File: config.mk
export PLATFORM = sky130hd
export DESIGN_NAME = lsu
export DESIGN_NICKNAME = d
export VERILOG_FILES = /design/src/common/isa_pkg.sv /design/src/common/pipe_pkg.sv /design/src/verilog/lsu.sv
export VERILOG_INCLUDE_DIRS = /design/src /design/src/common
export SDC_FILE = /design/constraint.sdc
export NUM_CORES = 1
export LEC_CHECK = 0
export BUFFER_PORTS_ARGS = -buffer_cell sky130_fd_sc_hd__buf_2
export CAP_MARGIN = 10
export CORE_MARGIN = 2
export CORE_UTILIZATION = 50
export CTS_BUF_LIST = sky130_fd_sc_hd__clkbuf_4
export CTS_CLUSTER_SIZE = 16
export DETAILED_ROUTE_END_ITERATION = 6
export PLACE_DENSITY = 0.93
export SYNTH_ARGS = -nofsm -noshare
export SYNTH_HDL_FRONTEND = slang
export SYNTH_SLANG_ARGS = --single-unit
File: constraint.sdc
create_clock -name clk -period 6.4 [get_ports clk]
set_input_delay 0.64 -clock clk [delete_from_list [all_inputs] [get_ports clk]]
set_output_delay 0.64 -clock clk [all_outputs]
set_load 0.01 [all_outputs]
File: src/common/ex_macros.svh
`ifndef EX_MACROS_SVH
`define EX_MACROS_SVH

// Data and address width of the stage.
`define EX_XLEN 32

// Word address width of the data RAM, 256 words.
`define EX_RAM_AW 8

`endif

File: src/common/isa_pkg.sv
`default_nettype none

package isa_pkg;

  typedef enum logic [3:0] {
    alu_add,
    alu_sub,
    alu_sll,
    alu_slt,
    alu_sltu,
    alu_xor,
    alu_srl,
    alu_sra,
    alu_or,
    alu_and,
    alu_pass_b    // LUI.
  } alu_op_t;

  typedef enum logic [2:0] {
    md_mul,
    md_mulh,
    md_mulhsu,
    md_mulhu,
    md_div,
    md_divu,
    md_rem,
    md_remu
  } md_op_t;

  typedef enum logic [2:0] {
    lsu_lb,
    lsu_lh,
    lsu_lw,
    lsu_lbu,
    lsu_lhu,
    lsu_sb,
    lsu_sh,
    lsu_sw
  } lsu_op_t;

  // Class of an issued instruction.
  typedef enum logic [2:0] {
    unit_alu,
    unit_auipc,
    unit_jump,      // JAL and JALR link.
    unit_muldiv,
    unit_load,
    unit_store,
    unit_illegal
  } unit_t;

  // RISC-V mcause values.
  typedef enum logic [3:0] {
    exc_illegal_instruction = 4'd2,
    exc_load_misaligned     = 4'd4,
    exc_store_misaligned    = 4'd6
  } ecause_t;

endpackage

`default_nettype wire

File: src/common/pipe_pkg.sv
`default_nettype none
`include "ex_macros.svh"

package pipe_pkg;

  typedef struct packed {
    logic                valid;
    isa_pkg::unit_t      unit;
    isa_pkg::alu_op_t    alu_op;
    isa_pkg::md_op_t     md_op;
    isa_pkg::lsu_op_t    lsu_op;
    logic [`EX_XLEN-1:0] pc;
    logic [`EX_XLEN-1:0] rdata1;
    logic [`EX_XLEN-1:0] rdata2;
    logic [`EX_XLEN-1:0] imm;
    logic                use_imm;   // Second operand is imm.
    logic [4:0]          rd;
    logic [31:0]         instr;
  } issue_t;

  typedef struct packed {
    logic                wren;
    logic [4:0]          waddr;
    logic [`EX_XLEN-1:0] wdata;
  } writeback_t;

  typedef struct packed {
    logic                valid;
    isa_pkg::ecause_t    cause;
    logic [`EX_XLEN-1:0] tval;
    logic [`EX_XLEN-1:0] epc;
  } except_t;

  typedef struct packed {
    isa_pkg::alu_op_t    op;
    logic [`EX_XLEN-1:0] rs1;
    logic [`EX_XLEN-1:0] rs2;
    logic [`EX_XLEN-1:0] imm;
    logic                use_imm;
  } alu_in_t;

  typedef struct packed {
    logic [`EX_XLEN-1:0] result;
  } alu_out_t;

  typedef struct packed {
    logic                start;
    isa_pkg::md_op_t     op;
    logic [`EX_XLEN-1:0] a;
    logic [`EX_XLEN-1:0] b;
  } md_in_t;

  typedef struct packed {
    logic                ready;
    logic [`EX_XLEN-1:0] result;
  } md_out_t;

  typedef struct packed {
    logic                valid;
    isa_pkg::lsu_op_t    op;
    logic [`EX_XLEN-1:0] addr;
    logic [`EX_XLEN-1:0] wdata;
  } lsu_req_t;

  typedef struct packed {
    logic                done;
    logic [`EX_XLEN-1:0] rdata;
  } lsu_rsp_t;

  // Wishbone classic, master to slave.
  typedef struct packed {
    logic                cyc;
    logic                stb;
    logic                we;
    logic [`EX_XLEN-1:0] adr;
    logic [3:0]          sel;
    logic [`EX_XLEN-1:0] dat;
  } wb_m2s_t;

  typedef struct packed {
    logic                ack;
    logic [`EX_XLEN-1:0] dat;
  } wb_s2m_t;

endpackage

`default_nettype wire

File: src/verilog/lsu.sv
`timescale 1ns/10ps
`default_nettype none
`include "ex_macros.svh"

module lsu (
  input  logic               clk,
  input  logic               rst,
  input  pipe_pkg::lsu_req_t req,
  output pipe_pkg::lsu_rsp_t rsp,
  output pipe_pkg::wb_m2s_t  wbm_o,
  input  pipe_pkg::wb_s2m_t  wbm_i
);

  isa_pkg::lsu_op_t    op_q;
  logic                cyc_q;
  logic                we_q;
  logic [`EX_XLEN-1:0] adr_q;
  logic [3:0]          sel_q;
  logic [`EX_XLEN-1:0] dat_q;
  logic                done_q;
  logic [`EX_XLEN-1:0] rdata_q;
  logic [3:0]          sel;
  logic                is_store;
  logic                launch;
  logic [`EX_XLEN-1:0] lane;
  logic [`EX_XLEN-1:0] load_data;

  assign is_store = req.op inside {isa_pkg::lsu_sb, isa_pkg::lsu_sh, isa_pkg::lsu_sw};
  assign launch   = req.valid & ~cyc_q;

  always_comb begin
    case (req.op)
      isa_pkg::lsu_lb, isa_pkg::lsu_lbu, isa_pkg::lsu_sb: sel = 4'b0001 << req.addr[1:0];
      isa_pkg::lsu_lh, isa_pkg::lsu_lhu, isa_pkg::lsu_sh: sel = 4'b0011 << req.addr[1:0];
      default:                                            sel = 4'b1111;
    endcase
  end

  assign lane = wbm_i.dat >> {adr_q[1:0], 3'b000};

  always_comb begin
    case (op_q)
      isa_pkg::lsu_lb:  load_data = {{(`EX_XLEN-8){lane[7]}}, lane[7:0]};
      isa_pkg::lsu_lbu: load_data = {{(`EX_XLEN-8){1'b0}}, lane[7:0]};
      isa_pkg::lsu_lh:  load_data = {{(`EX_XLEN-16){lane[15]}}, lane[15:0]};
      isa_pkg::lsu_lhu: load_data = {{(`EX_XLEN-16){1'b0}}, lane[15:0]};
      default:          load_data = lane;
    endcase
  end

  always_ff @(posedge clk) begin
    if (!rst) begin
      cyc_q  <= 1'b0;
      done_q <= 1'b0;
    end else begin
      done_q <= 1'b0;
      if (cyc_q & wbm_i.ack) begin
        cyc_q  <= 1'b0;   // Bus released the cycle after ack.
        done_q <= 1'b1;
      end else if (launch) begin
        cyc_q <= 1'b1;
      end
    end
  end

  always_ff @(posedge clk) begin
    if (launch) begin
      op_q  <= req.op;
      we_q  <= is_store;
      adr_q <= req.addr;
      sel_q <= sel;
      dat_q <= req.wdata << {req.addr[1:0], 3'b000};
    end
    if (cyc_q & wbm_i.ack) begin
      rdata_q <= load_data;
    end
  end

  assign wbm_o.cyc = cyc_q;
  assign wbm_o.stb = cyc_q;
  assign wbm_o.we  = we_q;
  assign wbm_o.adr = adr_q;
  assign wbm_o.sel = sel_q;
  assign wbm_o.dat = dat_q;
  assign rsp.done  = done_q;
  assign rsp.rdata = rdata_q;

endmodule

`default_nettype wire

* Word level (Yosys, flattened, before mapping)
Index checks and enable logic that the tools add are counted.
Operators by class: eq/ne operators 9, shift-type cells 4, multiplexer cells 3, bitwise logic cells 4, reductions and logical operators 6
Operators by type and width (number):
- $pmux W32 S4 | 1
- $shl A32 B5 Y32 | 1
- $shr A32 B5 Y32 | 1
- $eq A3 B3 Y1 const B | 5
- $pmux W4 S2 | 1
- $eq A3 B1 Y1 const B | 2
- $eq A3 B2 Y1 const B | 2
- $logic_not A3 Y1 | 2
- $reduce_or A3 Y1 | 2
- $shl A1 B2 Y4 const A | 1
- $shl A2 B2 Y4 const A | 1
- $reduce_bool A3 Y1 | 1
- $and A1 B1 Y1 | 2
- $not A1 Y1 | 2
- $reduce_or A2 Y1 | 1
- $mux W1 | 1
Storage, ports and cells: flip-flop bits (word level) 106, input bits 103, output and inout bits 104, word-level logic and storage cells 34

* Longest topological paths before layout
word-level depth 3, gate-level depth with buffers 6, mapped depth without buffers 4

* Least setup slack after synthesis
No wires, ideal clock.
path type input-to-reg, start input req[67] in the netlist's numbering, end register adr_q[0] (enable), library setup time 0.513 ns, arrival time 3.827 ns, required time 5.887 ns, setup slack 2.060 ns, cell stages on the path 1, cell sequence nor2b_1
Between the ends: cells in the longest elaborated chain, start to end 1
Ends and longest elaborated chain:
- start, declared | RTL line lsu.sv:8 | input pipe_pkg::lsu_req_t req,
- $and A1 B1 Y1 | RTL line lsu.sv:29 | assign launch = req.valid & ~cyc_q;
- end signal, assigned | RTL line lsu.sv:70 | adr_q <= req.addr;
- end, declared | RTL line lsu.sv:17 | logic [`EX_XLEN-1:0] adr_q;
No other way between the ends. A chain may end at the register's enable or synchronous reset.

* Final worst setup path
start register adr_q[1], end output wbm_o[37] in the netlist's numbering
RTL lines:
- end, declared | RTL line lsu.sv:10 | output pipe_pkg::wb_m2s_t wbm_o,
No word-level cell between the ends.

==> metrics.md <==
| Metric | Value |
|---|---|
| Outcome | complete, no violations |
| Unique masters post-synth | 34 |
| Hold Fails Final Rpt | 0 |
| Final setup fails | 0 |
| Initial DRT Pass Iterations | 4 |
| Post-CTS resize count | 0 |
| Crit end category | output pin |
| DR WL met2 | 5740 µm |
| R2r setup slk | 4.15 ns |
| Share of async-settable or async-resettable flops after synthesis | 0% |
| Initial antenna violation count | 0 |
| Wirelength per Cell | 17.3 µm |
| Max frequency | 416 MHz |
| Relative slew slack | 32.1% |
| M1 WL | 3920 µm |
| Total CTS buffers | 9 |
| Reg-to-reg startpoint | adr_q[1] |
| Die X | 100 µm |
| Count of boundary I/O pins | 207 |
| CP Class | reg -> out |
| CP max stage cell | edfxtp_1 |
| Clk pin slew, worst setup/hold paths | 0.17 ns |
| Synthesized cell area | 4630 µm² |
| Slew Limit Fails | 0 |
| Later-pin clock latency in the skew report | 0.43 ns |
| Setup TNS | 0 ns |
| Unrepaired setup endpoints after global routing | false |
| Crit path arrival time | 1.77 ns |
| WP buf/inv | 1 |
| First-pass GRT wire length | 16,300 µm |
| Endpoint, Worst Hold | adr_q[10] |
| Synthesis-to-layout area growth | 26.4% |
| Ranking of synthesized cells by area | edfxtp_1 67%, mux2i_1 7.1%, o21ai_0 3.1% |
| Fill count | 684 |
| Die Span Y | 100 µm |
| Critical path's top delay family | flip-flops |
| CTS tree | built |
| Final HPWL DP | 8290 µm |
| Hold path cells | 1 |
| Hold Buf Count CTS | 0 |
| Diodes inserted | 0 |
| Most frequent cell after synthesis | edfxtp_1 |
| All-Layer GR Usage | 21.3% |
| Sequential share of the synthesized area | 68.3% |
| Max layer used | met4 |
| Syn_nets | 426 |
| Top cells by instance count after synthesis | 104 x edfxtp_1, 33 x mux2i_1, 29 x o21ai_0 |
| WL final | 11,000 µm |
| Setup ws final | 3.99 ns |
| Via density per instance | 5.35 |
| Clock Path Buffers | 2 |
| Min cycle time layout | 2.41 ns |
| Metal3 WL | 1150 µm |
| Final nets | 623 |
| Root buffer cell | clkbuf_4 |
| Post-CTS Setup Bufs | 0 |
| Worst-margin pin slew | 1.02 ns |
| Std cell rows | 35 |
| Post-synth EDFFs | 104 |
| CP Cell Sequence | buf_2 |
| Setup crit start kind | flip-flop |
| First-iteration detailed-routing DRC count | 127 |
| Skew final | 0.0198 ns |
| Worst IR Drop VDD | 138 µV |
| Reg2reg end | rdata_q[13] |
| Synth top area share | 67.4% |
| Initial Utilization | 50.9% |
| Avg Cell Area, Syn | 14.3 µm² |
| Startpoint of the worst hold path | req[42] |
| Setup WS pre-CTS | 4.15 ns |
| Critical Path Fanout Max | 27 |
| Drc violations | 0 |
| R2R cell count | 4 |
| Port-buffer cells | 206 |
| CP max stage delay | 1.05 ns |
| Global placement routability congestion | 0.873 |
| Share of post-route cells with drive strength above 1 | 44.4% |
| Pin count of the biggest net entering global routing | 74 |
| Tightest Hold Check Type | in -> reg |
| Cell count after synthesis | 323 |
| Ys flop type | edfxtp_1 |
| H-tree levels | 3 |
| Static Leak | 2.53 nW |
| Floorplan core area | 9110 µm² |
| Vias in the first global route | 3,291 |
| Post-synth top area cell | edfxtp_1 |
| Routed vias | 3,400 |
| Antenna Violating Nets Remaining | 0 |
| Ys Warns | 0 |
| Period utilization | 37.6% |
| Pwr dens | 237 nW/µm² |
| Total grt overflow | 0 |
| FF+latch count, synth | 106 |
| CTS Sinks | 106 |
| CP Data Required Time | 5.76 ns |
| Max cap viols | 0 |
| DIE AREA | 10,100 µm² |
state kept, by name, indices dropped and copies added, names as in the netlist:
name	count
adr_q	32
dat_q	32
rdata_q	32
sel_q	4
op_q	3
cyc_q	1
done_q	1
we_q	1
logic make-up (layout without fill, tap and decap cells):
family,Yosys count,in the layout,synth area share (%)
multiplexers,34,34,7.45
AND/OR/NAND/NOR,75,75,8.75
AO/OA/AOI/OAI,83,83,12.4
flip-flops,106,106,68.3
XOR/XNOR,2,2,0.378
buffers and inverters,23,225,2.75
power by group:
part           internal (W)  leakage [nW]  total (W)  switching, W
logic             0.0000855          1.44   0.000204      0.000118
registers          0.000815          1.01   0.000830     0.0000154
clock network      0.000127        0.0766   0.000354      0.000227
final cells by class:
type / count / area (µm²) / area share (%)
repair buffers: 209 / 1050 / 18.0
clock inverters: 7 / 85.1 / 1.45
clock buffers: 9 / 67.6 / 1.15
flip-flops and latches: 106 / 3160 / 54.0
multi-input cells: 194 / 1350 / 23.0
well taps: 111 / 139 / 2.37
cell usage in the layout, fill, tap and decap left out, types with 2 or more instances in the layout:
cell        netlist  routed
mux2i_1          33      33
a21oi_1          16      16
a21o_1            9       9
inv_8             0       2
buf_4             5       3
buf_2             6     206
nor4b_1           2       2
nor3b_1           2       2
o21ai_0          29      29
o2bb2ai_1         7       7
clkbuf_4          0       9
dfxtp_1           2       2
edfxtp_1        104     104
o21a_1            2       2
nor2_1           12      12
a211oi_1         15      15
clkinvlp_4        0       2
and2_1           10      10
nand3_1           2       2
nor2b_1          21      20
nand2_1          19      19
nand2b_1          3       3
through the flow:
stage | utilization (%) | instances | hold slack, ns | area (µm²) | total power, W
2_1_floorplan | - | 323 | 0.504 | 4630 | 0.000958
3_3_place_gp | 62.6 | 620 | 0.538 | 5710 | 0.00104
3_5_place_dp | 62.6 | 620 | 0.553 | 5710 | 0.00105
4_1_cts | 64.3 | 636 | 0.324 | 5860 | 0.00140
5_1_grt | 64.3 | 636 | 0.311 | 5860 | 0.00145
6_report | 64.3 | 636 | 0.364 | 5860 | 0.00139
how the worst max path moves through the flow:
stage             start  cells past startpoint         end  slack (ns)
4_1_cts        adr_q[1]                      1   wbm_o[37]        3.91
3_3_place_gp    req[32]                      4    sel_q[2]        4.25
3_5_place_dp   adr_q[1]                      4  rdata_q[9]        4.15
5_1_grt        adr_q[1]                      1   wbm_o[37]        3.85
2_1_floorplan   req[67]                      1    adr_q[0]        2.06
6_report       adr_q[1]                      1   wbm_o[37]        3.99
routing by layer:
| metal | GRT usage, % | vias to the layer above |
|---|---|---|
| met5 | 0 | - |
| met4 | 7.38 | 0 |
| met1 | 24.8 | 1570 |
| li1 | - | 1622 |
| met3 | 7.87 | 14 |
| met2 | 36.4 | 194 |
No activity file was read; power rests on OpenSTA's default activity.
