$ cat config.mk
export PLATFORM = sky130hd
export DESIGN_NAME = muldiv_unit
export DESIGN_NICKNAME = d
export VERILOG_FILES = /design/src/common/isa_pkg.sv /design/src/common/pipe_pkg.sv /design/src/execute/muldiv_unit.sv
export VERILOG_INCLUDE_DIRS = /design/src /design/src/common
export SDC_FILE = /design/constraint.sdc
export NUM_CORES = 1
export LEC_CHECK = 0
export ABC_AREA = 1
export BUFFER_PORTS_ARGS = -buffer_cell sky130_fd_sc_hd__buf_2
export CELL_PAD_IN_SITES_DETAIL_PLACEMENT = 1
export CELL_PAD_IN_SITES_GLOBAL_PLACEMENT = 1
export CORE_MARGIN = 1
export CORE_UTILIZATION = 30
export CTS_CLUSTER_DIAMETER = 120
export DETAILED_ROUTE_END_ITERATION = 10
export PLACE_DENSITY = 0.58
export RECOVER_POWER = 50
export SLEW_MARGIN = 20
export SYNTH_ARGS = -nofsm -noshare
export SYNTH_HDL_FRONTEND = slang
export SYNTH_SLANG_ARGS = --single-unit
$ cat constraint.sdc
create_clock -name clk -period 20 [get_ports clk]
set_input_delay 1 -clock clk [delete_from_list [all_inputs] [get_ports clk]]
set_output_delay 1 -clock clk [all_outputs]
set_load 0.02 [all_outputs]
$ cat src/common/ex_macros.svh
`ifndef EX_MACROS_SVH
`define EX_MACROS_SVH

// Data and address width of the stage.
`define EX_XLEN 32

// Word address width of the data RAM, 256 words.
`define EX_RAM_AW 8

`endif

$ cat src/common/isa_pkg.sv
`default_nettype none

package isa_pkg;

  typedef enum logic [3:0] {
    alu_add,
    alu_sub,
    alu_sll,
    alu_slt,
    alu_sltu,
    alu_xor,
    alu_srl,
    alu_sra,
    alu_or,
    alu_and,
    alu_pass_b    // LUI.
  } alu_op_t;

  typedef enum logic [2:0] {
    md_mul,
    md_mulh,
    md_mulhsu,
    md_mulhu,
    md_div,
    md_divu,
    md_rem,
    md_remu
  } md_op_t;

  typedef enum logic [2:0] {
    lsu_lb,
    lsu_lh,
    lsu_lw,
    lsu_lbu,
    lsu_lhu,
    lsu_sb,
    lsu_sh,
    lsu_sw
  } lsu_op_t;

  // Class of an issued instruction.
  typedef enum logic [2:0] {
    unit_alu,
    unit_auipc,
    unit_jump,      // JAL and JALR link.
    unit_muldiv,
    unit_load,
    unit_store,
    unit_illegal
  } unit_t;

  // RISC-V mcause values.
  typedef enum logic [3:0] {
    exc_illegal_instruction = 4'd2,
    exc_load_misaligned     = 4'd4,
    exc_store_misaligned    = 4'd6
  } ecause_t;

endpackage

`default_nettype wire

$ cat src/common/pipe_pkg.sv
`default_nettype none
`include "ex_macros.svh"

package pipe_pkg;

  typedef struct packed {
    logic                valid;
    isa_pkg::unit_t      unit;
    isa_pkg::alu_op_t    alu_op;
    isa_pkg::md_op_t     md_op;
    isa_pkg::lsu_op_t    lsu_op;
    logic [`EX_XLEN-1:0] pc;
    logic [`EX_XLEN-1:0] rdata1;
    logic [`EX_XLEN-1:0] rdata2;
    logic [`EX_XLEN-1:0] imm;
    logic                use_imm;   // Second operand is imm.
    logic [4:0]          rd;
    logic [31:0]         instr;
  } issue_t;

  typedef struct packed {
    logic                wren;
    logic [4:0]          waddr;
    logic [`EX_XLEN-1:0] wdata;
  } writeback_t;

  typedef struct packed {
    logic                valid;
    isa_pkg::ecause_t    cause;
    logic [`EX_XLEN-1:0] tval;
    logic [`EX_XLEN-1:0] epc;
  } except_t;

  typedef struct packed {
    isa_pkg::alu_op_t    op;
    logic [`EX_XLEN-1:0] rs1;
    logic [`EX_XLEN-1:0] rs2;
    logic [`EX_XLEN-1:0] imm;
    logic                use_imm;
  } alu_in_t;

  typedef struct packed {
    logic [`EX_XLEN-1:0] result;
  } alu_out_t;

  typedef struct packed {
    logic                start;
    isa_pkg::md_op_t     op;
    logic [`EX_XLEN-1:0] a;
    logic [`EX_XLEN-1:0] b;
  } md_in_t;

  typedef struct packed {
    logic                ready;
    logic [`EX_XLEN-1:0] result;
  } md_out_t;

  typedef struct packed {
    logic                valid;
    isa_pkg::lsu_op_t    op;
    logic [`EX_XLEN-1:0] addr;
    logic [`EX_XLEN-1:0] wdata;
  } lsu_req_t;

  typedef struct packed {
    logic                done;
    logic [`EX_XLEN-1:0] rdata;
  } lsu_rsp_t;

  // Wishbone classic, master to slave.
  typedef struct packed {
    logic                cyc;
    logic                stb;
    logic                we;
    logic [`EX_XLEN-1:0] adr;
    logic [3:0]          sel;
    logic [`EX_XLEN-1:0] dat;
  } wb_m2s_t;

  typedef struct packed {
    logic                ack;
    logic [`EX_XLEN-1:0] dat;
  } wb_s2m_t;

endpackage

`default_nettype wire

$ cat src/execute/muldiv_unit.sv
`timescale 1ns/10ps
`default_nettype none
`include "ex_macros.svh"

module muldiv_unit (
  input  logic              clk,
  input  logic              rst,
  input  pipe_pkg::md_in_t  in,
  output pipe_pkg::md_out_t out
);

  typedef enum logic [1:0] {md_idle, md_calc, md_fix} md_state_t;

  md_state_t               state;
  isa_pkg::md_op_t         op_q;
  logic [2*`EX_XLEN-1:0]   acc;       // {hi, lo}, product or {rem, quo}.
  logic [2*`EX_XLEN-1:0]   acc_neg;
  logic [`EX_XLEN-1:0]     b_abs;
  logic [`EX_XLEN-1:0]     a_q;
  logic                    neg_q;
  logic                    b_zero_q;
  logic [4:0]              cnt;
  logic                    a_neg;
  logic                    b_neg;
  logic                    start_neg;
  logic [`EX_XLEN-1:0]     a_abs_in;
  logic [`EX_XLEN-1:0]     b_abs_in;
  logic                    is_div;
  logic [`EX_XLEN:0]       mul_sum;
  logic [`EX_XLEN+1:0]     div_diff;
  logic [`EX_XLEN-1:0]     fix_result;
  logic                    ready_q;
  logic [`EX_XLEN-1:0]     result_q;

  always_comb begin
    a_neg = in.a[`EX_XLEN-1] &
            (in.op inside {isa_pkg::md_mulh, isa_pkg::md_mulhsu, isa_pkg::md_div, isa_pkg::md_rem});
    b_neg = in.b[`EX_XLEN-1] & (in.op inside {isa_pkg::md_mulh, isa_pkg::md_div, isa_pkg::md_rem});
    a_abs_in  = a_neg ? -in.a : in.a;
    b_abs_in  = b_neg ? -in.b : in.b;
    start_neg = (in.op inside {isa_pkg::md_rem, isa_pkg::md_remu}) ? a_neg : (a_neg ^ b_neg);
  end

  assign is_div   = op_q inside {isa_pkg::md_div, isa_pkg::md_divu,
                                 isa_pkg::md_rem, isa_pkg::md_remu};
  assign mul_sum  = {1'b0, acc[2*`EX_XLEN-1:`EX_XLEN]} + (acc[0] ? {1'b0, b_abs} : '0);
  assign div_diff = {1'b0, acc[2*`EX_XLEN-1:`EX_XLEN-1]} - {2'b00, b_abs};
  assign acc_neg  = -acc;

  // Sign fix and the x/0 results.
  always_comb begin
    case (op_q)
      isa_pkg::md_mul:
        fix_result = acc[`EX_XLEN-1:0];   // Low half is sign independent.
      isa_pkg::md_mulh, isa_pkg::md_mulhsu, isa_pkg::md_mulhu:
        fix_result = neg_q ? acc_neg[2*`EX_XLEN-1:`EX_XLEN] : acc[2*`EX_XLEN-1:`EX_XLEN];
      isa_pkg::md_div, isa_pkg::md_divu:
        fix_result = b_zero_q ? '1 : (neg_q ? -acc[`EX_XLEN-1:0] : acc[`EX_XLEN-1:0]);
      default:
        fix_result = b_zero_q ? a_q :
                     (neg_q ? -acc[2*`EX_XLEN-1:`EX_XLEN] : acc[2*`EX_XLEN-1:`EX_XLEN]);
    endcase
  end

  always_ff @(posedge clk) begin
    if (!rst) begin
      state   <= md_idle;
      ready_q <= 1'b0;
    end else begin
      ready_q <= 1'b0;
      case (state)
        md_idle: if (in.start) state <= md_calc;
        md_calc: if (&cnt) state <= md_fix;   // 32 steps.
        default: begin
          state   <= md_idle;
          ready_q <= 1'b1;
        end
      endcase
    end
  end

  always_ff @(posedge clk) begin
    case (state)
      md_idle: begin
        if (in.start) begin
          op_q     <= in.op;
          a_q      <= in.a;
          b_abs    <= b_abs_in;
          neg_q    <= start_neg;
          b_zero_q <= (in.b == '0);
          acc      <= {{`EX_XLEN{1'b0}}, a_abs_in};
          cnt      <= '0;
        end
      end
      md_calc: begin
        cnt <= cnt + 5'd1;
        if (is_div) begin
          if (!div_diff[`EX_XLEN+1]) begin   // No borrow, quotient bit set.
            acc <= {div_diff[`EX_XLEN-1:0], acc[`EX_XLEN-2:0], 1'b1};
          end else begin
            acc <= {acc[2*`EX_XLEN-2:0], 1'b0};
          end
        end else begin
          acc <= {mul_sum, acc[`EX_XLEN-1:1]};
        end
      end
      default: result_q <= fix_result;
    endcase
  end

  assign out.ready  = ready_q;
  assign out.result = result_q;

endmodule

`default_nettype wire

# == Yosys cells after proc, flatten, opt, wreduce, memory -nomap -nowiden ==
# Cells that the tools add are included.
# word_totals
out_inout_bits,33
register_bits,173
# op_classes
mux,20
reduce_logical,15
add_sub_neg,8
bitwise_logic,3
eq_ne,15
# ops
operator,count
2-to-1 mux 32 bit,8
2-to-1 mux 64 bit,3
negation 32 bit,4
case mux 64 bit (2 select lines),1
case mux 32 bit (3 select lines),1
negation 64 bit,1
subtractor 33 x 32 -> 34 bit,1
adder 32 x 32 -> 33 bit,1
logical NOT 32 bit,1
equality test 3 bit (second input constant),7
case mux 5 bit (2 select lines),1
equality test 3 x 2 -> 1 bit (second input constant),3
nonzero test 4 bit,2
equality test 3 x 1 -> 1 bit (second input constant),2
AND reduction 2 bit,3
adder 5 x 1 -> 5 bit (second input constant),1
2-to-1 mux 5 bit,1
AND reduction 5 bit,1
2-to-1 mux 2 bit,2
inequality test 2 bit (second input constant),2
case mux 2 bit (2 select lines),1
nonzero test 2 bit,2
OR reduction 2 bit,2
logical NOT 3 bit,1
other kinds (7),9

# == Longest topological paths before layout ==
# logic_depth
word_depth,6
depth_mapped,19

# == Worst setup path after synthesis ==
# OpenSTA, ideal clock, no wires.
# synth_path
path_type,input to register
start,in in[67] (netlist name)
end,"reg acc[0], enable pin"
required_ns,19.571
arrival_time_ns,7.767
path_slack_ns,11.805
stages,4
path_cell_list,inv_1 nor3_1 inv_1 nand2_1
# synth_between
elab_chain_cells,2
# synth_lines
item,line,rtl
from (decl),muldiv_unit.sv:8,"input pipe_pkg::md_in_t in,"
inequality test 2 bit (no source line),-,
AND reduction 2 bit (no source line),-,
to (signal assigned),muldiv_unit.sv:91,"acc <= {{`EX_XLEN{1'b0}}, a_abs_in};"
to (signal assigned),muldiv_unit.sv:99,"acc <= {div_diff[`EX_XLEN-1:0], acc[`EX_XLEN-2:0], 1'b1};"
to (signal assigned),muldiv_unit.sv:101,"acc <= {acc[2*`EX_XLEN-2:0], 1'b0};"
to (decl),muldiv_unit.sv:16,logic [2*`EX_XLEN-1:0] acc;
# Every way passes these cells.
# A chain may end at the register's enable or synchronous reset.

# == Worst setup path in the final report ==
# layout_path
start,reg state[1]
end,"reg acc[63], enable pin"
# layout_between
elab_chain_cells,3
elab_cells_between_ends,5
# layout_lines
item,line,rtl
from (decl),muldiv_unit.sv:14,md_state_t state;
from (signal assigned),muldiv_unit.sv:67,state <= md_idle;
from (signal assigned),muldiv_unit.sv:72,md_idle: if (in.start) state <= md_calc;
from (signal assigned),muldiv_unit.sv:73,md_calc: if (&cnt) state <= md_fix;
equality test 2 x 1 -> 1 bit / logical NOT 2 bit (equally long branches),muldiv_unit.sv:83,case (state)
nonzero test 2 bit (no source line) / inequality test 2 bit (equally long branches),-,
AND reduction 2 bit (no source line) *,-,
# Every way passes the cells marked *; elsewhere a longest branch is shown, timed or not.

==> summary by stage <==
Logic synthesis
The biggest area contributor in the post-synthesis netlist is sky130_fd_sc_hd__edfxtp_1. The commonest cells after synthesis are sky130_fd_sc_hd__nand2_1 (788), sky130_fd_sc_hd__inv_1 (431), sky130_fd_sc_hd__nor2_1 (289). The flip-flop cell with the highest count after synthesis is sky130_fd_sc_hd__edfxtp_1. The part of the Yosys area used for sequential elements is 30.2%. Counting flops and latches in the post-synthesis netlist gives 173. When the netlist entered floorplanning its net count stood at 2,840. The synthesized area per cell is 6.34 um2. The area share of the largest cell type after synthesis is 29.8%.

In this run, synthesis inferred 170 flip-flops with an integrated enable. In this run the cell area of the synthesized design comes to 17,100 um2. The most instantiated library cell after synthesis is sky130_fd_sc_hd__nand2_1. The number of instances in the synthesized netlist is 2,698. The share of flip-flops with an asynchronous set or reset is 0%. By area the synthesized netlist is led by sky130_fd_sc_hd__edfxtp_1 (30%), sky130_fd_sc_hd__nand2_1 (17%), sky130_fd_sc_hd__inv_1 (9.5%), sky130_fd_sc_hd__nand3_1 (6.5%), sky130_fd_sc_hd__nor2_1 (6.3%). In this run, distinct cell masters in the synthesized netlist total 53. During synthesis, Yosys emitted a total of 0 warnings.

Setup path
The capturing element type of the critical path is a register. The cell type of the slowest stage on the worst timing path is sky130_fd_sc_hd__clkbuf_1. The largest single stage delay on the critical path is 2.89 ns. Walking the worst path, the cells encountered are clkbuf_1 > nor3_1 > clkbuf_1 > inv_1 > nand2_2 > buf_4. STA puts the critical path data required time at 20.12 ns. Data arrives at the worst endpoint at 6.60 ns. Along the worst path, the maximum fanout reaches 70. The most numerous cell type found on the critical path is sky130_fd_sc_hd__clkbuf_1. The worst setup path is launched from a register.

The slack of the worst reg-to-reg path is 13.52 ns. The critical path in this run is classified as register to register.

Route
After the first detailed-routing iteration, the DRC count stood at 1,412. The routed layout has 18.5k vias. The pre-antenna-repair detailed-routing pass consisted of 5 iterations.

The post-route antenna net violation count is 0. The wire length per cell is 22.0 um. For this run, design rule violations remaining after detail routing come to 0. The routed design has 77,600 um of wire. In the routed layout, each cell is associated on average with a via count of 5.25.

STA
The post-route fraction of the period consumed by the critical path is 32.4%. The remaining max-slew budget at the tightest pin is -171%. Setup repair after global routing left no endpoint under its margin.

The timing-limited maximum frequency is 0.154 GHz. The number of failing hold endpoints at the final stage is 0. The transition at the pin with the smallest max-transition slack is 4.07 ns.

The worst setup slack after layout is 13.52 ns. Setup violations remaining at the end of the flow were counted as 0. Adding up every negative setup slack in the final design gives 0 ns.

The final-report max-slew violation count is 162. The shortest clock period the worst path allows after layout is 6.48 ns. For the final database, setup skew stands at 0.0156 ns.

Floorplan
The area enclosed by the die boundary is 58,000 um2. The initial standard-cell utilization of the core is 30.4%. The floorplan step set the die height to 241 um.

The number of cell rows is 87. During I/O placement, the number of pins put on the boundary was 103. The horizontal die dimension is 241 um.

The core region is 56,400 um2.

Placement
The setup slack at placement is 16.29 ns. The half-perimeter wire length after placement is 63,500 um. The number of placed instances, taps included, is 3,497. Port buffering added 102 buffers. The congestion estimate from routability-driven global placement came to 0.955.

Power and ir drop
The worst-case IR drop observed on VDD is 0.0766 mV. In this run the power density over the cells is 77.1 nW/um2. The leakage power of the design is 9.12 nW.

Final layout
The layout net count is 2,902. Once layout is complete, the utilization of the core stands at 33.5%. For this run, the number of standard cells in the final layout without fillers is 3,529. The repair_antennas step left the layout with diodes totalling 0. The filler cell count is 7,468. The fraction of final layout cells with drive strength greater than 1 is 4.22%. The area of the multi-input gates is 10,000 um2. The register cell area after layout is 5170 um2.

The area growth from synthesis to layout is 10.5%.

Clock tree
Hold repair after CTS inserted 0 buffers. Buffers inserted during clock tree synthesis total 17. The clock passes through at most 2 buffers.

The clock tree synthesis step divided the H-tree into 4 levels. The count of cells resized by post-cts repair is 0. The TritonCTS clock tree is built. The clock latency at the later pin of the worst-skew pair is 0.50 ns. In this run the post-CTS setup repair buffer count came out at 0.

The clock input transition at the sequential cells of the worst setup and hold paths is 0.08 ns. The tree is rooted in a sky130_fd_sc_hd__clkbuf_16. The clock sink count is 173.

Outcome
The flow ran to the end, but the final reports show violations. The checks that failed: capacitance limit, slew limit.

Flow run
Max-cap violations in this run came to 3.

GRT
The number of global-route vias before repair was 18.0k. The overflow left after global routing is 0. The overall routing resource usage is 27.1%. The initial antenna violation count is 3. The pin count of the biggest net entering global routing is 74.

The global-route wire length before repair is 114,000 um.

Worst hold path
In this run the worst hold path is classified as register to register.
stage by stage:
stage / cell area (um2) / total power (W) / hold slack (ns)
2_1_floorplan: 17100 / 0.000870 / 0.432
4_1_cts: 19000 / 0.00146 / 0.614
6_report: 18900 / 0.00146 / 0.613
3_5_place_dp: 18400 / 0.00109 / 0.593
3_3_place_gp: 18400 / 0.00109 / 0.590
5_1_grt: 18900 / 0.00155 / 0.656
layer usage:
metal	global-route usage, %	share of wire (%)	vias up
met1	39.5	49	8985
met5	0	0.027	-
li1	-	-	8932
met3	5.09	6.7	96
met4	9.40	2.9	4
met2	39.4	41	506
kinds of logic (layout without fill, tap and decap cells):
family	Yosys count	in the layout	synth area share, %
AO/OA/AOI/OAI	401	401	12.9
AND/OR/NAND/NOR	1465	1465	36.2
flip-flops	173	173	30.2
adder cells (fa/ha/maj)	72	72	5.35
XOR/XNOR	77	77	3.94
buffers and inverters	510	585	11.4
power by group:
group | total, W | internal [W] | switching [W] | leakage, nW
registers | 0.000506 | 0.000446 | 0.0000602 | 1.68
clock network | 0.000366 | 0.000181 | 0.000185 | 0.298
logic | 0.000587 | 0.000172 | 0.000415 | 7.14
total | 0.00146 | 0.000798 | 0.000661 | 9.12
registers in the layout (all words and copies together) (netlist names):
| signal | count |
|---|---|
| cnt | 5 |
| neg_q | 1 |
| b_abs | 32 |
| op_q | 3 |
| state | 2 |
| a_q | 32 |
| b_zero_q | 1 |
| ready_q | 1 |
| result_q | 32 |
| acc | 64 |
path summary, 6_finish.rpt:
kind                                               to                  start  cells after the start
worst max-delay path            acc[63]$_SDFFCE_PN0P_  state[1]$_SDFFE_PN0P_                      6
worst min-delay path             cnt[3]$_SDFFCE_PN0P_   cnt[3]$_SDFFCE_PN0P_                      2
worst max register to register  acc[63]$_SDFFCE_PN0P_  state[1]$_SDFFE_PN0P_                      6
worst min register to register   cnt[3]$_SDFFCE_PN0P_   cnt[3]$_SDFFCE_PN0P_                      2
final cells by class:
type	instances	area share, %
Multi-Input combinational cell	2015	53.0
Sequential cell	173	27.3
Inverter	434	8.61
Tap cell	756	5.00
Timing Repair Buffer	119	2.85
Clock buffer	17	2.25
Clock inverter	15	0.999
cells in the final DEF (no fill, tap or decap), types with 8 or more instances in the layout:
cell type and count:
sky130_fd_sc_hd__buf_2 35, sky130_fd_sc_hd__nor4_1 10, sky130_fd_sc_hd__nand3b_1 16, sky130_fd_sc_hd__inv_1 430, sky130_fd_sc_hd__clkbuf_16 17, sky130_fd_sc_hd__nand4_1 69, sky130_fd_sc_hd__o21bai_1 12, sky130_fd_sc_hd__edfxtp_1 170
sky130_fd_sc_hd__or2_2 8, sky130_fd_sc_hd__nor2_1 287, sky130_fd_sc_hd__a21oi_1 150, sky130_fd_sc_hd__nand3_1 223, sky130_fd_sc_hd__nor3_1 40, sky130_fd_sc_hd__buf_4 13, sky130_fd_sc_hd__xnor2_1 13, sky130_fd_sc_hd__o211ai_1 22
sky130_fd_sc_hd__o21ai_0 173, sky130_fd_sc_hd__xor2_1 64, sky130_fd_sc_hd__ha_1 70, sky130_fd_sc_hd__clkbuf_1 71, sky130_fd_sc_hd__nand2_1 787
worst max-delay path: cells and delay by family, from the launching register on:
family	cells	cell delay, ns
buffers and inverters	4	5.03
DFF	1	0.31
and+or+nand+nor	2	0.68
No activity file was read; power rests on OpenSTA's default activity.
