`config.mk`:
```
export PLATFORM = sky130hd
export DESIGN_NAME = execute_stage
export DESIGN_NICKNAME = d
export VERILOG_FILES = /design/src/common/isa_pkg.sv /design/src/common/pipe_pkg.sv /design/src/execute/execute_stage.sv
export VERILOG_INCLUDE_DIRS = /design/src /design/src/common
export SDC_FILE = /design/constraint.sdc
export NUM_CORES = 1
export LEC_CHECK = 0
export BUFFER_PORTS_ARGS = -buffer_cell sky130_fd_sc_hd__buf_4
export CAP_MARGIN = 20
export CORE_AREA = 2 2 246 248
export CTS_BUF_LIST = sky130_fd_sc_hd__clkbuf_4
export CTS_CLUSTER_DIAMETER = 60
export DETAILED_ROUTE_END_ITERATION = 10
export DIE_AREA = 0 0 248 250
export SETUP_SLACK_MARGIN = 0.5
export SLEW_MARGIN = 5
export SYNTH_ARGS = -nofsm -noshare
export SYNTH_HDL_FRONTEND = slang
export SYNTH_SLANG_ARGS = --single-unit
```
`constraint.sdc`:
```
create_clock -name clk -period 7.5 [get_ports clk]
set_input_delay 0.375 -clock clk [delete_from_list [all_inputs] [get_ports clk]]
set_output_delay 0.375 -clock clk [all_outputs]
set_load 0.03 [all_outputs]
```
`src/common/ex_macros.svh`:
```
`ifndef EX_MACROS_SVH
`define EX_MACROS_SVH

// Data and address width of the stage.
`define EX_XLEN 32

// Word address width of the data RAM, 256 words.
`define EX_RAM_AW 8

`endif

```
`src/common/isa_pkg.sv`:
```
`default_nettype none

package isa_pkg;

  typedef enum logic [3:0] {
    alu_add,
    alu_sub,
    alu_sll,
    alu_slt,
    alu_sltu,
    alu_xor,
    alu_srl,
    alu_sra,
    alu_or,
    alu_and,
    alu_pass_b    // LUI.
  } alu_op_t;

  typedef enum logic [2:0] {
    md_mul,
    md_mulh,
    md_mulhsu,
    md_mulhu,
    md_div,
    md_divu,
    md_rem,
    md_remu
  } md_op_t;

  typedef enum logic [2:0] {
    lsu_lb,
    lsu_lh,
    lsu_lw,
    lsu_lbu,
    lsu_lhu,
    lsu_sb,
    lsu_sh,
    lsu_sw
  } lsu_op_t;

  // Class of an issued instruction.
  typedef enum logic [2:0] {
    unit_alu,
    unit_auipc,
    unit_jump,      // JAL and JALR link.
    unit_muldiv,
    unit_load,
    unit_store,
    unit_illegal
  } unit_t;

  // RISC-V mcause values.
  typedef enum logic [3:0] {
    exc_illegal_instruction = 4'd2,
    exc_load_misaligned     = 4'd4,
    exc_store_misaligned    = 4'd6
  } ecause_t;

endpackage

`default_nettype wire

```
`src/common/pipe_pkg.sv`:
```
`default_nettype none
`include "ex_macros.svh"

package pipe_pkg;

  typedef struct packed {
    logic                valid;
    isa_pkg::unit_t      unit;
    isa_pkg::alu_op_t    alu_op;
    isa_pkg::md_op_t     md_op;
    isa_pkg::lsu_op_t    lsu_op;
    logic [`EX_XLEN-1:0] pc;
    logic [`EX_XLEN-1:0] rdata1;
    logic [`EX_XLEN-1:0] rdata2;
    logic [`EX_XLEN-1:0] imm;
    logic                use_imm;   // Second operand is imm.
    logic [4:0]          rd;
    logic [31:0]         instr;
  } issue_t;

  typedef struct packed {
    logic                wren;
    logic [4:0]          waddr;
    logic [`EX_XLEN-1:0] wdata;
  } writeback_t;

  typedef struct packed {
    logic                valid;
    isa_pkg::ecause_t    cause;
    logic [`EX_XLEN-1:0] tval;
    logic [`EX_XLEN-1:0] epc;
  } except_t;

  typedef struct packed {
    isa_pkg::alu_op_t    op;
    logic [`EX_XLEN-1:0] rs1;
    logic [`EX_XLEN-1:0] rs2;
    logic [`EX_XLEN-1:0] imm;
    logic                use_imm;
  } alu_in_t;

  typedef struct packed {
    logic [`EX_XLEN-1:0] result;
  } alu_out_t;

  typedef struct packed {
    logic                start;
    isa_pkg::md_op_t     op;
    logic [`EX_XLEN-1:0] a;
    logic [`EX_XLEN-1:0] b;
  } md_in_t;

  typedef struct packed {
    logic                ready;
    logic [`EX_XLEN-1:0] result;
  } md_out_t;

  typedef struct packed {
    logic                valid;
    isa_pkg::lsu_op_t    op;
    logic [`EX_XLEN-1:0] addr;
    logic [`EX_XLEN-1:0] wdata;
  } lsu_req_t;

  typedef struct packed {
    logic                done;
    logic [`EX_XLEN-1:0] rdata;
  } lsu_rsp_t;

  // Wishbone classic, master to slave.
  typedef struct packed {
    logic                cyc;
    logic                stb;
    logic                we;
    logic [`EX_XLEN-1:0] adr;
    logic [3:0]          sel;
    logic [`EX_XLEN-1:0] dat;
  } wb_m2s_t;

  typedef struct packed {
    logic                ack;
    logic [`EX_XLEN-1:0] dat;
  } wb_s2m_t;

endpackage

`default_nettype wire

```
`src/execute/execute_stage.sv`:
```
`timescale 1ns/10ps
`default_nettype none
`include "ex_macros.svh"

module execute_stage (
  input  logic                 clk,
  input  logic                 rst,
  input  pipe_pkg::issue_t     issue,
  output pipe_pkg::alu_in_t    alu_in,
  input  pipe_pkg::alu_out_t   alu_out,
  output pipe_pkg::md_in_t     md_in,
  input  pipe_pkg::md_out_t    md_out,
  output pipe_pkg::lsu_req_t   lsu_req,
  input  pipe_pkg::lsu_rsp_t   lsu_rsp,
  output pipe_pkg::writeback_t writeback,
  output pipe_pkg::except_t    exc,
  output logic                 stall
);

  typedef enum logic [1:0] {ph_first, ph_wait, ph_done} phase_t;

  pipe_pkg::issue_t    r;
  logic                valid_q;
  phase_t              phase;
  logic [`EX_XLEN-1:0] res_q;
  logic [`EX_XLEN-1:0] link;
  logic                is_mem;
  logic                addr_bad;
  logic                misaligned;
  logic                bad;
  logic                long_op;
  logic                unit_done;
  logic                wb_hit;

  assign is_mem     = (r.unit == isa_pkg::unit_load) || (r.unit == isa_pkg::unit_store);
  assign misaligned = is_mem & addr_bad;
  assign bad        = valid_q & ((r.unit == isa_pkg::unit_illegal) | misaligned);
  assign long_op    = valid_q & ~bad & ((r.unit == isa_pkg::unit_muldiv) | is_mem);
  assign stall      = long_op & (phase != ph_done);
  assign link       = r.pc + `EX_XLEN'(4);
  assign unit_done  = (r.unit == isa_pkg::unit_muldiv) ? md_out.ready : lsu_rsp.done;

  // Operands for the ALU, which also forms AUIPC and the load/store address.
  always_comb begin
    alu_in.op      = r.alu_op;
    alu_in.rs1     = r.rdata1;
    alu_in.rs2     = r.rdata2;
    alu_in.imm     = r.imm;
    alu_in.use_imm = r.use_imm;
    if (r.unit == isa_pkg::unit_auipc) begin
      alu_in.op      = isa_pkg::alu_add;
      alu_in.rs1     = r.pc;
      alu_in.use_imm = 1'b1;
    end else if (is_mem) begin
      alu_in.op      = isa_pkg::alu_add;
      alu_in.use_imm = 1'b1;
    end
  end

  always_comb begin
    case (r.lsu_op)
      isa_pkg::lsu_lh, isa_pkg::lsu_lhu, isa_pkg::lsu_sh: addr_bad = alu_out.result[0];
      isa_pkg::lsu_lw, isa_pkg::lsu_sw:                   addr_bad = |alu_out.result[1:0];
      default:                                            addr_bad = 1'b0;
    endcase
  end

  assign md_in.start = long_op & (r.unit == isa_pkg::unit_muldiv) & (phase == ph_first);
  assign md_in.op    = r.md_op;
  assign md_in.a     = r.rdata1;
  assign md_in.b     = r.rdata2;

  assign lsu_req.valid = long_op & is_mem & (phase == ph_first);
  assign lsu_req.op    = r.lsu_op;
  assign lsu_req.addr  = alu_out.result;
  assign lsu_req.wdata = r.rdata2;

  always_comb begin
    exc.valid = bad;
    exc.epc   = r.pc;
    if (r.unit == isa_pkg::unit_illegal) begin
      exc.cause = isa_pkg::exc_illegal_instruction;
      exc.tval  = r.instr;
    end else if (r.unit == isa_pkg::unit_store) begin
      exc.cause = isa_pkg::exc_store_misaligned;
      exc.tval  = alu_out.result;
    end else begin
      exc.cause = isa_pkg::exc_load_misaligned;
      exc.tval  = alu_out.result;
    end
  end

  always_comb begin
    writeback.waddr = r.rd;
    writeback.wdata = alu_out.result;
    case (r.unit)
      isa_pkg::unit_alu, isa_pkg::unit_auipc: wb_hit = 1'b1;
      isa_pkg::unit_jump: begin
        wb_hit          = 1'b1;
        writeback.wdata = link;
      end
      isa_pkg::unit_muldiv, isa_pkg::unit_load: begin
        wb_hit          = (phase == ph_done);   // Result captured last cycle.
        writeback.wdata = res_q;
      end
      default: wb_hit = 1'b0;
    endcase
    writeback.wren = valid_q & wb_hit & (r.rd != 5'd0) & ~stall & ~bad;
  end

  always_ff @(posedge clk) begin
    if (!rst) begin
      valid_q <= 1'b0;
      phase   <= ph_first;
    end else begin
      if (!stall) begin
        valid_q <= issue.valid;
      end
      case (phase)
        ph_first: if (long_op) phase <= ph_wait;
        ph_wait:  if (unit_done) phase <= ph_done;
        default:  phase <= ph_first;
      endcase
    end
  end

  always_ff @(posedge clk) begin
    if (!stall) begin
      r <= issue;
    end
    if ((phase == ph_wait) && unit_done) begin
      res_q <= (r.unit == isa_pkg::unit_muldiv) ? md_out.result : lsu_rsp.rdata;
    end
  end

endmodule

`default_nettype wire

```
**Word-level counts from Yosys, hierarchy flattened**

Cells that the tools add are included.

- Register bits: 214
- Input port bits: 280
- Output and inout port bits: 345
- Logic and storage cells: 74

- Add/sub/neg operators: 1
- Eq/ne operators: 16
- Muxes and demuxes: 15
- Bitwise gates (word level): 17
- Reductions and logical operators: 11

Operators with widths:

| operator | count |
|---|---|
| two-way mux 32 bit | 2 |
| case mux 32 bit (2 select lines) | 1 |
| two-way mux 35 bit | 1 |
| two-way mux 34 bit | 1 |
| adder 32 x 3 -> 32 bit, second input constant | 1 |
| == test 3 bit, second input constant | 6 |
| AND 1 bit | 13 |
| == test 3 x 2 -> 1 bit, second input constant | 3 |
| two-way mux 4 bit | 2 |
| == test 3 x 1 -> 1 bit, second input constant | 2 |
| inequality test 2 bit, second input constant | 3 |
| OR reduction 2 bit | 3 |
| OR reduction 3 bit | 2 |
| nonzero test 5 bit | 1 |
| two-way mux 2 bit | 2 |
| case mux 1 bit (2 select lines) | 2 |
| case mux 2 bit (2 select lines) | 1 |
| zero test 3 bit | 1 |
| two-way mux 1 bit | 3 |
| == test 2 x 1 -> 1 bit, second input constant | 1 |
| == test 2 bit, second input constant | 1 |
| zero test 2 bit | 1 |
| NOT 1 bit | 2 |
| OR 1 bit | 2 |
| 3 further kinds | 3 |

**Depth between registers and ports, before layout**

Gate-level depths: netlist of run 1.

- Depth in word-level cells: 13
- Gate-level depth with buffers: 8
- Mapped depth without buffers: 6

**Least setup slack after synthesis of run 1**

No wires, ideal clock.

- Path type: register to register
- From: reg r (netlist bit lsu_req[65])
- To: reg r (netlist bit alu_in[10]) (enable)
- Library setup time: 532 ps
- Data arrival time: 4,925 ps
- Required time: 6,968 ps
- Setup slack: 2,043 ps
- Cell stages (with the launch flop): 6
- Buffers on the path: 0
- Clock period less this slack: 5,457 ps
- Cells stage by stage: edfxtp_1 -> nor2b_1 -> o21a_1 -> o311ai_1 -> a21oi_1 -> inv_1

- Longest elaborated chain between the ends: 10
- Elaborated cells between the ends (all ways): 15
- Those cells by class: 5 x eq/ne; 1 x mux; 7 x bitwise; 2 x reduce/logical

RTL lines:

| what | RTL line | RTL |
|---|---|---|
| start, declared | execute_stage.sv:22 | `pipe_pkg::issue_t r;` |
| start signal, assigned | execute_stage.sv:129 | `r <= issue;` |
| == test 3 x 1 -> 1 bit (tied with other cells) | execute_stage.sv:61 | `case (r.lsu_op)` |
| OR reduction 3 bit or OR reduction 2 bit (tied branches) | execute_stage.sv:61 |  |
| case mux 1 bit (2 select lines) * | execute_stage.sv:61 |  |
| AND 1 bit * | execute_stage.sv:36 | `assign misaligned = is_mem & addr_bad;` |
| OR 1 bit * | execute_stage.sv:37 | `assign bad = valid_q & ((r.unit == isa_pkg::unit_illegal) \| misaligned);` |
| AND 1 bit * | execute_stage.sv:37 |  |
| NOT 1 bit * | execute_stage.sv:38 | `assign long_op = valid_q & ~bad & ((r.unit == isa_pkg::unit_muldiv) \| is_mem);` |
| AND 1 bit * (2 in series) | execute_stage.sv:38 |  |
| AND 1 bit * | execute_stage.sv:39 | `assign stall = long_op & (phase != ph_done);` |
| named net stall | execute_stage.sv:17 | `output logic stall` |

The timed path passes the listed nets; every way through them passes the cells marked *.
A chain may end at the register's enable or synchronous reset.

==> flow_summary.yaml, run 1 <==
status:
  status: "finished, final reports clean"
final_layout:
  layout_commonest_cell: "buf_4"
  final_util: 0.300
  nNetsFinal: 1748
  area_growth_syn_to_layout_pct: 66.6
  drive_above_1_share: 0.558
  final_cell_mix: "628 x buf_4, 246 x dlygate4sd3_1, 211 x edfxtp_1, 97 x mux2_2, 91 x clkbuf_4"
synthesis:
  netlist_area_mm2: 0.0107
  synth_seq_cells: 214
  syn_area_per_cell_um2: 13.7
  synth_top_area_share: 0.590
  synth-seq-area-share: 0.596
  yosys.area.top_type: "edfxtp_1"
  ys.flop_type: "edfxtp_1"
  ys_warn_count: 0
  synthDistinctLibCells: 46
  synth_edf_count: 211
  syn-instance-count: 784
  synthTopCellsByArea: "edfxtp_1 59%, buf_4 17%, mux2_2 10%"
  ys_async_sr_fraction: 0
power:
  p_leak_nw: 7.64
  vdd_ir_drop_max_mv: 0.100
  cellPowerDensity_mw_per_mm2: 203
drt:
  dr.pass1.iters: 5
  drt_iter0_drc: 336
  postRouteWirelength_um: 43700
  ant_nets: 0
  wl_per_cell_um: 19.1
  vias: 8673
  drc: 0
  viasPerCell: 3.78
timing:
  fin_worst_skew_ns: 0.0606
  period_needed_ns: 3.91
  slew-limit-headroom: 0.457
  clock.fmax_mhz: 256
  hold_viol: 0
  worst_pin_slew_ns: 0.809
  rsz0062_at_grt: "no"
  slew_viol_final: 0
  tns_ns: 0
  setup_slack_ns: 3.59
  final.hold.worst_slack_ns: 0.159
  setup_viol: 0
  fin_crit_sh: 0.521
clock_network:
  cts_max_level: 3
  cts_tree: "built"
  root_buffer: "clkbuf_4"
  cts_buffer_depth: 3
  cts_setup_buffers: 0
  numCtsBuffers: 67
  clk_pin_slew_worst_paths_ns: 0.06
  post_cts_resized: 0
  hold_buffers: 246
  clkLatencyLatePin_ns: 0.80
  cts_num_sinks: 214
critical_path:
  cp_data_arrival_time_ns: 3.53
  critPathMaxFanout: 24
  required_ns: 7.12
  slowest_stage: "o21ai_4"
  critPathBufInv: 3
  crit_path_frequent_cell: "buf_4"
  crit_path_end_kind: "output pin"
  path_cells: "nand2b_1 > o21ai_4 > buf_4 > nor2_2 > buf_6 > a22oi_1 > o21ai_0 > buf_4"
  critical_path_class: "reg2out"
  path_delay_family: "compound AO/OA/AOI/OAI gates"
  cp-start-kind: "flop"
  max_stage_delay_ns: 0.55
floorplanning:
  num_io_pins: 625
  fp.coreArea_mm2: 0.0596
  die_h_um: 250
  die_w_um: 248
  rows: 90
  start_util: 0.180
  die_area_mm2: 0.0620
placed_design:
  place_ws_ns: 4.21
  detailed_place_hpwl_um: 31800
  gp_congestion: 0.793
  numPortBuffers: 622
job:
  cap_violations: 0
global_route:
  grt_use_total: 0.135
  grt_pass1_vias: 9438
  grt_max_degree: 111
  grt_pass1_wl_um: 59900
  antenna_found_initial: 5
  overflow: 0
worst_hold_path:
  holdCritPathClass: "in2reg"
Yosys cell counts, types with 2 or more instances:
cell	number
edfxtp_1	211
nand3_1	13
a221o_1	2
and2_1	9
xor2_1	20
nand2_1	41
nor2b_1	3
o21ai_0	18
and3_1	8
nand4_1	9
buf_2	16
clkbuf_1	5
a211oi_1	2
nand3b_1	2
nor2_1	10
mux2_2	97
dfxtp_1	3
a21oi_1	4
nor3_1	2
xnor2_1	6
o21a_1	2
inv_1	3
nand2b_1	4
nand4_2	2
a22oi_1	17
or3b_1	2
buf_4	242
o221ai_1	11
and4_1	2
or3_1	2
where the power goes:
part	switching, mW	internal (mW)
clock	0.559	0.628
sequential	0.0661	1.40
combinational	0.533	0.432
total	1.16	2.46
area by class of cell:
cell class	instances	area, um2
fill	6013	41700
timing repair buffer	877	7230
sequential	214	6400
multi-input combinational	304	2430
tap	782	978
clock buffer	91	683
clock inverter	19	139
inverter	3	18.8
antenna	2	5.00
routing by layer:
metal	track usage	vias up	share of wire
met5	0	-	0.00062
met3	0.0381	82	0.072
met1	0.146	4145	0.38
li1	-	4014	-
met2	0.242	428	0.52
met4	0.0599	4	0.028
final timing paths:
| path | endpoint | depth (start not counted) | slack (ns) | start |
|---|---|---|---|---|
| hold reg to reg | phase[0] | 3 | 0.74 | valid_q |
| hold / removal | phase[0] | 4 | 0.16 | md_out[32] |
| setup / recovery | writeback[27] | 8 | 3.59 | r[177] |
| setup reg to reg | alu_in[24] | 5 | 4.30 | r[178] |
kinds of logic after synthesis:
family | synth area share
AOI/OAI and AO/OA | 0.0400
xor gates and xnor gates | 0.0212
adders and majority gates | 0.00117
buffers and inverters | 0.180
DFF | 0.596
muxes | 0.102
other | 0.000349
and+or+nand+nor | 0.0597
metrics by stage:
stage	instances	cell area (um2)	power, mW
floorplan	785	10700	2.03
global placement	1932	14600	2.35
detailed placement	1932	14600	2.35
CTS	2288	17800	3.70
global route	2292	17900	3.80
finish	2292	17900	3.62
worst reg2reg max path: stages, from the launching register on:
cell and delay (ns):
edfxtp_1 0.57, nand3b_1 0.24, buf_4 0.49, a21oi_1 0.33, inv_8 0.43, buf_12 0.56
state kept, by name, summed over array words and instances, names as in the netlist:
register and flops:
writeback 5, valid_q 1, md_in 35, alu_in 64, exc 32, r 40
res_q 32, phase 2, lsu_req 3
Power figures use the tool's default switching activity.
==> inputs of run 2 (changes only) <==
==> constraint.sdc (replaced) <==
create_clock -name clk -period 3.23 [get_ports clk]
set_input_delay 0.1615 -clock clk [delete_from_list [all_inputs] [get_ports clk]]
set_output_delay 0.1615 -clock clk [all_outputs]
set_load 0.03 [all_outputs]
==> run 2 against run 1 <==
Critical path depth decreased by 1; clock skew decreased by 0.015 ns; first-iteration DRC count increased by 0.60%; clock power increased by 120%; non-clock buffer count increased by 201; via count increased by 11%; setup slack got worse by 3.2 ns; sequential cell count unchanged; cell area increased by 16%; wire length increased by 18%; critical endpoint is now writeback[26]; highest routed layer unchanged.
==> flow_summary.yaml, run 2 (synthesized netlist as in run 1, its figures left out) <==
status:
  status: "finished, final reports clean"
placed_design:
  numPortBuffers: 622
  gp_congestion: 0.783
  place_ws_ns: 0.503
  detailed_place_hpwl_um: 32600
  placed_cell_area_mm2: 0.0147
  dpl.cell_count: 1939
critical_path:
  critPathMaxFanout: 7
  critical_path_class: "reg2out"
  path_delay_family: "simple AND/OR/NAND/NOR gates"
  max_stage_delay_ns: 0.48
  cp-start-kind: "flop"
  critPathBufInv: 3
  required_ns: 3.07
  r2r_cells: 7
  path_cells: "buf_6 > nand3b_1 > o21ai_4 > buf_4 > o21ai_0 > or3b_4 > buf_6"
  cp_data_arrival_time_ns: 2.69
  worst-path-stages: 7
  crit_path_frequent_cell: "buf_6"
  crit_path_end_kind: "output pin"
  slowest_stage: "edfxtp_1"
timing:
  tns_ns: 0
  clock.fmax_mhz: 350
  fin_worst_skew_ns: 0.0455
  hold_viol: 0
  rsz0062_at_grt: "yes"
  worst_pin_slew_ns: 0.687
  slew_viol_final: 0
  period_needed_ns: 2.86
  final.hold.worst_slack_ns: 0.123
  fin_crit_sh: 0.884
  slew-limit-headroom: 0.542
  setup_viol: 0
  setup_slack_ns: 0.374
clock_network:
  cts_tree: "built"
  clk_pin_slew_worst_paths_ns: 0.07
  root_buffer: "clkbuf_4"
  cts_num_sinks: 214
  cts_buffer_depth: 3
  cts_max_level: 2
  numCtsBuffers: 60
  clkLatencyLatePin_ns: 0.79
drt:
  vias: 9637
  drc: 0
  dr.pass1.iters: 6
  postRouteWirelength_um: 51800
  viasPerCell: 3.86
  wl_per_cell_um: 20.7
  drt_iter0_drc: 338
  ant_nets: 0
floorplanning:
  fp.coreArea_mm2: 0.0596
  die_w_um: 248
  die_area_mm2: 0.0620
  rows: 90
  start_util: 0.180
  num_io_pins: 625
  die_h_um: 250
global_route:
  grt_pass1_vias: 10300
  antenna_found_initial: 5
  grt_use_total: 0.155
  grt_max_degree: 92
  overflow: 0
  grt_pass1_wl_um: 68700
final_layout:
  multi_input_area_mm2: 0.00295
  num-fill-cells: 5716
  final_cell_area_mm2: 0.0207
  final_util: 0.347
  final_cell_mix: "648 x buf_4, 338 x dlygate4sd3_1, 211 x edfxtp_1, 90 x clkbuf_4, 68 x mux2_2"
  drive_above_1_share: 0.591
  layout_commonest_cell: "buf_4"
  seq_area_mm2: 0.00640
  largest_reg_flops: 64
  nNetsFinal: 1945
  area_growth_syn_to_layout_pct: 92.6
  layout.cells.non_filler: 2496
power:
  p_total_mw: 8.80
  cellPowerDensity_mw_per_mm2: 425
  vdd_ir_drop_max_mv: 0.297
  p_leak_nw: 8.90
job:
  cap_violations: 0
worst_hold_path:
  min_path_cells: 2
  holdCritPathClass: "in2reg"
[run 2: cell types whose count changed in the layout (fill, tap and decap cells not counted), moves of 14 or more]
cell | previous run | this run
mux2_2 | 97 | 68
buf_4 | 628 | 648
dlygate4sd3_1 | 246 | 338
buf_6 | 1 | 66
mux2_4 | 0 | 29
o21ai_0 | 18 | 4
[run 2: layer usage]
layer	vias up	global-route usage	wire length (um)
met3	65	0.0332	2830
met2	394	0.295	28000
met5	-	0	27
met1	4763	0.170	19800
met4	4	0.0445	1090
li1	4411	-	-
[run 2: cell type report]
cell class / instances / area share
repair buffers: 1078 / 0.461
multi-input cells: 307 / 0.143
clock buffers: 90 / 0.0327
inverters: 3 / 0.000726
diodes: 2 / 0.000242
clock inverters: 20 / 0.00551
flip-flops and latches: 214 / 0.309
well taps: 782 / 0.0473
[run 2: final timing paths]
| check | slack [ns] | start | endpoint |
|---|---|---|---|
| setup / recovery | 0.37 | r[178] | writeback[26] |
| hold / removal | 0.12 | issue[82] | alu_in[45] |
| setup reg to reg | 0.63 | lsu_req[66] | exc[5] |
| hold reg to reg | 0.73 | valid_q | phase[0] |
[run 2: what timing repair did]
| action | 4_1_cts | 5_1_grt |
|---|---|---|
| setup buffers | 68 | 27 |
| resized for setup | 123 | 90 |
| endpoints found under the setup margin | 96 | 153 |
| hold buffers | 338 | 0 |
| pin swaps | 30 | 18 |
| cloned | 9 | 3 |
| endpoints found under the hold margin | 214 | 0 |
[run 2: power by group]
part	internal [mW]	leakage [nW]	switching, mW
Clock	1.35	0.473	1.28
Combinational	1.34	6.24	1.43
Sequential	3.26	2.19	0.134
Total	5.95	8.90	2.84
